--- src/source/lut_cfg.svh ---
`ifndef LUT_CFG_SVH
`define LUT_CFG_SVH

////////////////////////////////////////
// table line geometry
////////////////////////////////////////

`define LUT_LINE_W      128                        // bits per host line.
`define LUT_PIX_W       8                          // pixel and entry width.
`define LUT_LINE_BYTES  (`LUT_LINE_W / `LUT_PIX_W) // entries per line.

////////////////////////////////////////
// storage sizes
////////////////////////////////////////

// lines buffered ahead of the fetch machine
`define LUT_FIFO_DEPTH  16

`define LUT_DEPTH       256                  // table entries.
`define LUT_ADDR_W      $clog2(`LUT_DEPTH)   // table address bits.

`endif

--- src/source/lut_pkg.sv ---
`include "lut_cfg.svh"

package lut_pkg;

    ////////////////////////////////////////
    // data types
    ////////////////////////////////////////

    // one table entry, also one pixel
    typedef logic [`LUT_PIX_W-1:0] lut_byte_t;

    // byte 0 sits in bits 7..0 and goes to the lowest address.
    typedef lut_byte_t [`LUT_LINE_BYTES-1:0] lut_line_t;

    typedef logic [`LUT_ADDR_W-1:0] lut_addr_t;    // table address.

    ////////////////////////////////////////
    // fetch machine
    ////////////////////////////////////////

    typedef enum logic [1:0] {
        ST_IDLE,        // waiting for a line.
        ST_READ_FIFO,   // fifo q valid, load buffer.
        ST_WRITE_RAM    // sixteen byte writes.
    } fetch_state_t;

endpackage

--- src/source/line_fifo.sv ---
`default_nettype none
`include "lut_cfg.svh"

module line_fifo import lut_pkg::*; (
    input  wire       clk,
    input  wire       rst_n,

    input  lut_line_t i_data,
    input  wire       i_wrreq,
    input  wire       i_rdreq,

    output lut_line_t o_q,
    output logic      o_empty,
    output logic      o_full
);

    localparam int PTR_W = $clog2(`LUT_FIFO_DEPTH);

    lut_line_t        mem [`LUT_FIFO_DEPTH];
    logic [PTR_W-1:0] wr_ptr;
    logic [PTR_W-1:0] rd_ptr;
    logic [PTR_W:0]   count;
    logic             do_wr;
    logic             do_rd;

    assign do_wr = i_wrreq && !o_full;    // drop when full.
    assign do_rd = i_rdreq && !o_empty;

    ////////////////////////////////////////
    // storage
    ////////////////////////////////////////

    always_ff @(posedge clk) begin
        if (do_wr)
            mem[wr_ptr] <= i_data;
    end

    always_ff @(posedge clk) begin
        if (do_rd)
            o_q <= mem[rd_ptr];    // valid the cycle after rdreq.
    end

    ////////////////////////////////////////
    // pointers and level
    ////////////////////////////////////////

    always_ff @(posedge clk, negedge rst_n) begin
        if (!rst_n) begin
            wr_ptr <= '0;
            rd_ptr <= '0;
        end else begin
            if (do_wr)
                wr_ptr <= wr_ptr + 1'b1;    // wraps at depth.
            if (do_rd)
                rd_ptr <= rd_ptr + 1'b1;
        end
    end

    always_ff @(posedge clk, negedge rst_n) begin
        if (!rst_n)
            count <= '0;
        else if (do_wr && !do_rd)
            count <= count + 1'b1;
        else if (do_rd && !do_wr)
            count <= count - 1'b1;
    end

    assign o_empty = (count == '0);
    assign o_full  = (count == (PTR_W + 1)'(`LUT_FIFO_DEPTH));

endmodule

`default_nettype wire

--- src/source/lut_apply.sv ---
`default_nettype none

module lut_apply import lut_pkg::*; (
    input  wire       clk,
    input  wire       rst_n,

    input  lut_byte_t i_pix,
    input  wire       i_pix_valid,
    input  wire       i_bypass,

    // table read port
    input  lut_byte_t i_rdata,
    output lut_addr_t o_raddr,

    output lut_byte_t o_pix,
    output logic      o_pix_valid
);

    logic      s1_valid;
    logic      s1_bypass;
    lut_byte_t s1_pix;

    assign o_raddr = i_pix;    // pixel value is the index.

    ////////////////////////////////////////
    // stage 1, aligned with ram read
    ////////////////////////////////////////

    always_ff @(posedge clk, negedge rst_n) begin
        if (!rst_n)
            s1_valid <= 1'b0;
        else
            s1_valid <= i_pix_valid;
    end

    always_ff @(posedge clk) begin
        if (i_pix_valid) begin
            s1_bypass <= i_bypass;    // sampled with the pixel.
            s1_pix    <= i_pix;
        end
    end

    ////////////////////////////////////////
    // stage 2, select and register
    ////////////////////////////////////////

    always_ff @(posedge clk, negedge rst_n) begin
        if (!rst_n)
            o_pix_valid <= 1'b0;
        else
            o_pix_valid <= s1_valid;
    end

    always_ff @(posedge clk) begin
        if (s1_valid)
            o_pix <= s1_bypass ? s1_pix : i_rdata;
    end

endmodule

`default_nettype wire

--- src/source/lut_engine.sv ---
`default_nettype none

module lut_engine import lut_pkg::*; (
    input  wire       clk,
    input  wire       rst_n,

    // table load
    input  lut_line_t i_line,
    input  wire       i_line_we,
    output logic      o_full,
    output logic      o_done,

    // pixel stream
    input  lut_byte_t i_pix,
    input  wire       i_pix_valid,
    input  wire       i_bypass,
    output lut_byte_t o_pix,
    output logic      o_pix_valid
);

    logic      ram_we;
    lut_addr_t ram_waddr;
    lut_byte_t ram_wdata;
    lut_addr_t ram_raddr;
    lut_byte_t ram_rdata;

    ////////////////////////////////////////
    // table loading
    ////////////////////////////////////////

    lut_fetch_fifo u_fetch (
        .clk        (clk),
        .rst_n      (rst_n),
        .i_line     (i_line),
        .i_line_we  (i_line_we),
        .o_ram_we   (ram_we),
        .o_ram_addr (ram_waddr),
        .o_ram_data (ram_wdata),
        .o_done     (o_done),
        .o_full     (o_full)
    );

    lut_ram u_ram (
        .clk     (clk),
        .i_we    (ram_we),
        .i_waddr (ram_waddr),
        .i_wdata (ram_wdata),
        .i_raddr (ram_raddr),
        .o_rdata (ram_rdata)
    );

    ////////////////////////////////////////
    // pixel lookup
    ////////////////////////////////////////

    // two cycles from i_pix_valid to o_pix_valid.
    lut_apply u_apply (
        .clk         (clk),
        .rst_n       (rst_n),
        .i_pix       (i_pix),
        .i_pix_valid (i_pix_valid),
        .i_bypass    (i_bypass),
        .i_rdata     (ram_rdata),
        .o_raddr     (ram_raddr),
        .o_pix       (o_pix),
        .o_pix_valid (o_pix_valid)
    );

endmodule

`default_nettype wire

--- src/source/lut_fetch_fifo.sv ---
`default_nettype none
`include "lut_cfg.svh"

module lut_fetch_fifo import lut_pkg::*; (
    input  wire       clk,
    input  wire       rst_n,

    // host line input
    input  lut_line_t i_line,
    input  wire       i_line_we,

    // table memory write port
    output logic      o_ram_we,
    output lut_addr_t o_ram_addr,
    output lut_byte_t o_ram_data,

    output logic      o_done,
    output logic      o_full
);

    localparam int IDX_W = $clog2(`LUT_LINE_BYTES);

    lut_line_t        fifo_q;
    logic             fifo_empty;
    logic             fifo_rdreq;
    lut_line_t        line_buf;
    logic             line_buf_ld;
    logic [IDX_W-1:0] byte_idx;
    fetch_state_t     state;
    fetch_state_t     nxt_state;

    line_fifo u_fifo (
        .clk     (clk),
        .rst_n   (rst_n),
        .i_data  (i_line),
        .i_wrreq (i_line_we),
        .i_rdreq (fifo_rdreq),
        .o_q     (fifo_q),
        .o_empty (fifo_empty),
        .o_full  (o_full)
    );

    ////////////////////////////////////////
    // line buffer and byte select
    ////////////////////////////////////////

    always_ff @(posedge clk) begin
        if (line_buf_ld)
            line_buf <= fifo_q;
    end

    always_ff @(posedge clk, negedge rst_n) begin
        if (!rst_n)
            byte_idx <= '0;
        else if (o_ram_we)
            byte_idx <= byte_idx + 1'b1;    // back to 0 after last byte.
    end

    assign o_ram_data = line_buf[byte_idx];

    // free running, so line 17 lands on entry 0 again
    always_ff @(posedge clk, negedge rst_n) begin
        if (!rst_n)
            o_ram_addr <= '0;
        else if (o_ram_we)
            o_ram_addr <= o_ram_addr + 1'b1;
    end

    ////////////////////////////////////////
    // fetch state machine
    ////////////////////////////////////////

    always_ff @(posedge clk, negedge rst_n) begin
        if (!rst_n)
            state <= ST_IDLE;
        else
            state <= nxt_state;
    end

    always_comb begin
        fifo_rdreq  = 1'b0;
        line_buf_ld = 1'b0;
        o_ram_we    = 1'b0;
        nxt_state   = state;

        case (state)
            ST_IDLE: begin
                if (!fifo_empty) begin
                    fifo_rdreq = 1'b1;
                    nxt_state  = ST_READ_FIFO;
                end
            end
            ST_READ_FIFO: begin
                line_buf_ld = 1'b1;    // q is valid now.
                nxt_state   = ST_WRITE_RAM;
            end
            ST_WRITE_RAM: begin
                o_ram_we = 1'b1;
                if (byte_idx == IDX_W'(`LUT_LINE_BYTES - 1))
                    nxt_state = ST_IDLE;
            end
            default: nxt_state = ST_IDLE;
        endcase
    end

    assign o_done = (state == ST_IDLE) && fifo_empty;

endmodule

`default_nettype wire

--- src/source/lut_ram.sv ---
`default_nettype none
`include "lut_cfg.svh"

module lut_ram import lut_pkg::*; (
    input  wire       clk,

    // write side, from fetch
    input  wire       i_we,
    input  lut_addr_t i_waddr,
    input  lut_byte_t i_wdata,

    // read side, from pixel path
    input  lut_addr_t i_raddr,
    output lut_byte_t o_rdata
);

    lut_byte_t mem [`LUT_DEPTH];

    ////////////////////////////////////////
    // write port
    ////////////////////////////////////////

    always_ff @(posedge clk) begin
        if (i_we)
            mem[i_waddr] <= i_wdata;
    end

    ////////////////////////////////////////
    // read port
    ////////////////////////////////////////

    // one cycle read latency, every cycle.
    always_ff @(posedge clk) begin
        o_rdata <= mem[i_raddr];
    end

endmodule

`default_nettype wire

--- config.mk ---
export PLATFORM = sky130hd
export DESIGN_NAME = lut_engine
export DESIGN_NICKNAME = d
export VERILOG_FILES = /design/src/source/lut_pkg.sv /design/src/source/line_fifo.sv /design/src/source/lut_apply.sv /design/src/source/lut_engine.sv /design/src/source/lut_fetch_fifo.sv /design/src/source/lut_ram.sv
export VERILOG_INCLUDE_DIRS = /design/src /design/src/source
export SDC_FILE = /design/constraint.sdc
export NUM_CORES = 2
export LEC_CHECK = 0
export BUFFER_PORTS_ARGS = -buffer_cell sky130_fd_sc_hd__buf_2
export CAP_MARGIN = 20
export CORE_AREA = 4 4 696 698
export CTS_BUF_LIST = sky130_fd_sc_hd__clkbuf_2
export CTS_CLUSTER_SIZE = 16
export DETAILED_ROUTE_END_ITERATION = 12
export DIE_AREA = 0 0 700 702
export GPL_ROUTABILITY_DRIVEN = 0
export PLACE_DENSITY_LB_ADDON = 0.1
export SYNTH_ARGS = -nofsm -noshare
export SYNTH_HDL_FRONTEND = slang
export SYNTH_SLANG_ARGS = --single-unit
export TNS_END_PERCENT = 50
--- constraint.sdc ---
create_clock -name clk -period 12.7 [get_ports clk]
set_clock_uncertainty 0.2 [all_clocks]
set_input_delay 3.175 -clock clk [delete_from_list [all_inputs] [get_ports clk]]
set_output_delay 3.175 -clock clk [all_outputs]
set_load 0.05 [all_outputs]
### Yosys cells after proc, flatten, opt, wreduce, memory -nomap -nowiden

Memory sizes are Yosys's and may differ from the RTL's. A register that Yosys moved wholly into a read port is not among the register bits.
Cells that the tools add are included.

* output and inout bits: 11
* register bits after elaboration: 174
* memories: 2
* memory bits (writable): 4096

Memories
* u_fetch.u_fifo.mem: words 16, width 128, rd ports 1, clocked after Yosys merged registers in 1, write ports 1, line line_fifo.sv:19 `` lut_line_t mem [`LUT_FIFO_DEPTH]; ``
* u_ram.mem: words 256, width 8, rd ports 1, clocked after Yosys merged registers in 1, write ports 1, line lut_ram.sv:17 `` lut_byte_t mem [`LUT_DEPTH]; ``

* reductions and logical operators: 13
* muxes and demuxes: 16
* order comparisons: 1
* equal/unequal tests: 6
* $add $sub $neg: 6

Operators with widths (count)
* $bmux 8 s4: 1
* $mux 8: 2
* $add 4x1->4 const B: 3
* $mux 5: 2
* $add 8x1->8 const B: 1
* $mux 1: 8
* $pmux 2 s3: 1
* $add 5x1->5 const B: 1
* $eq 5x5->1 const B: 1
* $logic_and 1x1->1: 5
* $logic_not 5->1: 1
* $lt 4x5->1 const B: 1
* $sub 5x1->5 const B: 1
* $eq 4x4->1 const B: 1
* $logic_not 1->1: 4
* $mux 2: 2
* $eq 2x1->1 const B: 1
* $eq 2x2->1 const B: 1
* $logic_not 2->1: 1
* $ne 2x1->1 const B: 1
* $ne 2x2->1 const B: 1
* $reduce_and 2->1: 1
* $reduce_bool 2->1: 1

### Longest topological paths before layout

* depth after elaboration: 7
* depth in mapped cells: 12

### By module

A second synthesis with hierarchy kept.

* cell total of the unflattened synthesis: 7914
* area, all modules: 168517.9 um^2

Modules (own cells, without submodules)
* line_fifo: cells each 3883, area each 82695.6 um^2, times used 1, seq. area each 65668.0 um^2
* lut_ram: cells each 3733, area each 79556.3 um^2, times used 1, seq. area each 61659.1 um^2
* lut_fetch_fifo: cells each 262, area each 5514.0 um^2, times used 1, seq. area each 4194.0 um^2
* lut_apply: cells each 36, area each 752.0 um^2, times used 1, seq. area each 560.5 um^2

### Least setup slack after synthesis

Ideal clock, no wire load.

* kind: input to register
* start point: input i_line_we
* end point: memory u_fetch.u_fifo.mem[3][0] (netlist name), enable pin
* path buffers: 1
* setup slack: -0.658 ns
* data arrival time: 12.387 ns
* stages on the path: 4
* cell sequence: nor2b_1 -> clkbuf_1 -> nand2_1 -> nor3_1

* word-level cells in the longest chain between the ends: 3

Ends and longest elaborated chain
* start, declared: line lut_engine.sv:9 `input wire i_line_we,`
* $logic_and 1x1->1: line line_fifo.sv:26 `assign do_wr = i_wrreq && !o_full;`
* via u_fetch.u_fifo.do_wr: line line_fifo.sv:23 `logic do_wr;`
* $mux 1: line line_fifo.sv:34 `if (do_wr)`
* $mux 1 (not written as such): line line_fifo.sv:35 `mem[wr_ptr] <= i_data;`
* end, declared: line line_fifo.sv:19

The timed path passes the listed nets, and every way through them passes these cells.

### Worst setup path in the final report

* start point: register u_fetch.u_fifo.count[0]
* end point: output o_done

* word-level cells in the longest chain between the ends: 2

Ends and longest elaborated chain
* start, declared: line line_fifo.sv:22 `logic [PTR_W:0] count;`
* start signal, assigned: line line_fifo.sv:63 `count <= count + 1'b1;`
* start signal, assigned: line line_fifo.sv:65 `count <= count - 1'b1;`
* $logic_not 5->1: line line_fifo.sv:68 `assign o_empty = (count == '0);`
* $logic_and 1x1->1: line lut_fetch_fifo.sv:106 `assign o_done = (state == ST_IDLE) && fifo_empty;`
* end, declared: line lut_engine.sv:11 `output logic o_done,`

No other way between the ends.

==> results.json <==
{
  "drt_iter0_drc": 5877,
  "timing.critical_path.cells": "or4_1 > nor4_1 > buf_2",
  "fillers": 43600,
  "fin_nets": 8396,
  "clockRootBuffer": "clkbuf_2",
  "crit_family": "simple AND/OR/NAND/NOR gates",
  "grt.total_usage_pct": 18.5,
  "crit_slowest_cell": "or4_1",
  "antenna_found_initial": 84,
  "setup_viol": 0,
  "ys_warn_count": 0,
  "drv_cap": 0,
  "via_count": 80000,
  "ys_top_cells_by_area": "edfxtp_1 (79%), mux4_2 (15%), mux2i_1 (0.82%), nor2_1 (0.65%), a22oi_1 (0.46%)",
  "ys.flop_type": "edfxtp_1",
  "finalHoldViolations": 0,
  "min_period_ns": 7.15,
  "ant_nets": 0,
  "fin_crit_sh_pct": 56.3,
  "hold_class": "reg -> reg",
  "post_dp_cell_area_mm2": 0.175,
  "wl_um": 452000,
  "synth-async-reset-ratio_pct": 0.658,
  "postSynthCellCount": 7086,
  "grt_pass1_wl_um": 641000,
  "drc": 0,
  "path_clk_slew_ns": 0.10,
  "ios": 152,
  "worstSetupPathType": "reg -> out",
  "arrival_ns": 3.78,
  "p_per_area_mw_per_mm2": 215,
  "status": "finished, final reports clean",
  "cp-start-kind": "flip-flop",
  "p_sw_uw": 12800,
  "htreeDepth": 7,
  "grt-ovfl-total": 0,
  "worst_pin_slew_ns": 1.18,
  "first_pass_iters": 5,
  "seq_power_share_pct": 52.0,
  "syn_nets": 7242,
  "final_cell_count_no_fill": 15400,
  "ys_types": 61,
  "cts_tree": "yes",
  "clkLatencyLatePin_ns": 2.28,
  "timing.fmax_mhz": 140,
  "cts_resized": 0,
  "rsz0062_at_grt": "no",
  "wl_per_cell_um": 29.3,
  "place_inst": 13400,
  "grt_max_degree": 190,
  "syn_avg_cell_area_um2": 23.6,
  "yosysTopAreaCellShare_pct": 78.6,
  "p_total_uw": 39900,
  "leakage_uw": 0.0589,
  "clkPwrFrac_pct": 23.9,
  "cts_buffers": 1238,
  "cp_max_fo": 4,
  "setup_tns_ns": 0,
  "dp_hpwl_um": 246000,
  "die_w_um": 700,
  "rows": 254,
  "drive_gt1_share_pct": 36.8,
  "syn_area_mm2": 0.167,
  "drv_slew": 0,
  "cts.sink_count": 4406,
  "p_comb_share_pct": 24.2,
  "viasPerCell": 5.19,
  "dieArea_mm2": 0.491,
  "ys_seq_area_share_pct": 79.1,
  "critPathBufInv": 1,
  "synth_largest_area_cell": "edfxtp_1",
  "cp.required_ns": 9.32,
  "numPortBuffers": 151,
  "slew_headroom_pct": 20.9,
  "sw_frac_of_total_pct": 32.2,
  "vdd.ir_drop.worst_mv": 0.373,
  "die_h_um": 702,
  "initial_core_util_pct": 34.9,
  "clock_path_buffers": 5,
  "final_area_mm2": 0.185,
  "synthToLayoutAreaGrowth_pct": 11.1,
  "core-area_mm2": 0.478,
  "cts_setup_buffers": 0,
  "synth_edf_count": 4369,
  "cp-end-kind": "output pin",
  "internal-power_uw": 27100,
  "synth_seq_cells": 4406,
  "grt_pass1_vias": 86000,
  "max_stage_delay_ns": 0.59,
  "cts.hold.buffers_added": 0
}
## path summary, 6_finish.rpt
kind                                                startpoint                              endpoint  slack, ns  cells after the start
max                        u_fetch.u_fifo.count[0]$_DFFE_PN0P_                                o_done       5.55                      3
min in group asynchronous                                rst_n         u_apply.o_pix_valid$_DFF_PN0_       0.85                      2
max in group asynchronous                                rst_n  u_fetch.u_fifo.rd_ptr[2]$_DFFE_PN0P_      10.82                      2
min reg2reg                  u_fetch.u_fifo.o_q[111]$_DFFE_PP_       u_fetch.line_buf[111]$_DFFE_PN_       0.17                      0
min                          u_fetch.u_fifo.o_q[111]$_DFFE_PP_       u_fetch.line_buf[111]$_DFFE_PN_       0.17                      0
max reg2reg                    u_fetch.byte_idx[0]$_DFFE_PN0P_           u_ram.mem[178][5]$_DFFE_PP_       7.60                      6
## sequential cells by signal, indices dropped and copies added (netlist names), 2 cells and up
name / cells
u_fetch.byte_idx: 4
u_fetch.u_fifo.o_q: 128
u_fetch.u_fifo.mem: 2048
u_ram.o_rdata: 8
u_fetch.state: 2
u_ram.mem: 2048
u_fetch.u_fifo.rd_ptr: 4
u_fetch.line_buf: 128
u_apply.s1_pix: 8
u_fetch.u_fifo.count: 5
u_fetch.u_fifo.wr_ptr: 4
u_apply.o_pix: 8
u_fetch.o_ram_addr: 8
## placed cells by master (no fill, tap or decap), types with 8 or more instances in the layout
master / n
dfxtp_1: 8
inv_1: 8
edfxtp_1: 4369
nor2_4: 14
a211oi_1: 27
clkinv_2: 17
inv_2: 20
nand2_1: 55
nor3_1: 32
a21o_1: 15
diode_2: 36
buf_12: 30
mux4_1: 12
mux4_2: 1089
clkbuf_2: 1776
nor2b_1: 31
o221ai_1: 39
buf_4: 136
a21oi_1: 94
o22ai_1: 32
clkinv_1: 174
mux4_4: 8
ha_1: 14
mux2_2: 13
nand4_1: 10
a31oi_1: 8
nor2_1: 272
mux2i_1: 136
xnor2_1: 17
a22oi_1: 103
a22o_1: 45
buf_2: 149
dfrtp_1: 23
o2bb2ai_1: 8
a221oi_1: 44
o21ai_0: 31
nand3_1: 27
## final cells by class
class | instances | area [um2] | share of cell area [%]
clock inverter | 216 | 990 | 0.534
clock buffer | 1776 | 8890 | 4.79
timing repair buffer | 321 | 2470 | 1.33
tap | 6400 | 8010 | 4.32
inverter | 9 | 33.8 | 0.0182
antenna | 36 | 90.1 | 0.0486
sequential | 4406 | 132000 | 71.3
multi-input combinational | 2264 | 32800 | 17.7
## cell families (layout without fill, tap and decap cells)
kind of cell	after synthesis	count (layout)	synth area share, %
buffers and inverters	416	2322	1.35
DFF	4406	4406	79.1
xor gates and xnor gates	21	21	0.110
other	0	36	0
adders and majority gates	15	15	0.117
and+or+nand+nor	499	499	1.35
muxes	1258	1258	15.9
AOI/OAI and AO/OA	471	471	2.05
## cells in the mapped netlist (5+ instances only)
cell,instances
a221oi_2,5
nand2_1,55
a221oi_1,44
buf_6,24
nor2_1,287
nor2b_1,37
edfxtp_1,4369
nor4_2,6
buf_1,27
buf_2,113
o221ai_1,39
o21ai_0,31
clkbuf_1,196
nand2b_1,10
o22ai_1,32
nand3_1,28
mux4_2,1097
a22oi_1,103
buf_12,13
ha_1,14
mux4_1,12
dfxtp_1,8
a22o_1,45
o2bb2ai_1,8
mux2i_1,136
nor3_1,38
nand4_1,10
mux2_2,13
a211oi_1,27
a31oi_1,8
a21oi_1,94
dfrtp_1,29
inv_1,8
buf_8,6
buf_4,25
a21o_1,15
xnor2_1,17
## through the flow
stage | hold slack [ns] | setup WS, ns | util, %
2_1_floorplan | 0.200 | -0.619 | -
3_3_place_gp | 0.204 | 4.85 | 36.7
3_5_place_dp | 0.205 | 4.84 | 36.7
4_1_cts | 0.151 | 4.96 | 38.7
5_1_grt | 0.140 | 5.10 | 38.8
6_report | 0.167 | 5.55 | 38.8
## routing by layer
| metal | global-route usage, % | vias up | wire [um] |
|---|---|---|---|
| met5 | 0 | - | 267 |
| met4 | 6.80 | 40 | 12200 |
| met3 | 4.12 | 985 | 21900 |
| met2 | 31.2 | 2398 | 231000 |
| met1 | 23.3 | 43200 | 187000 |
| li1 | - | 33400 | - |
## power groups by stage
stage | Clock (uW) | Sequential, uW | Combinational [uW]
6_report | 9520 | 20700 | 9640
5_1_grt | 10800 | 20800 | 10400
4_1_cts | 9990 | 20800 | 9980
3_5_place_dp | 0 | 21100 | 9980
3_3_place_gp | 0 | 21100 | 9740
2_1_floorplan | 0 | 21200 | 5810
Note: power is estimated with default switching activity, not from simulation.
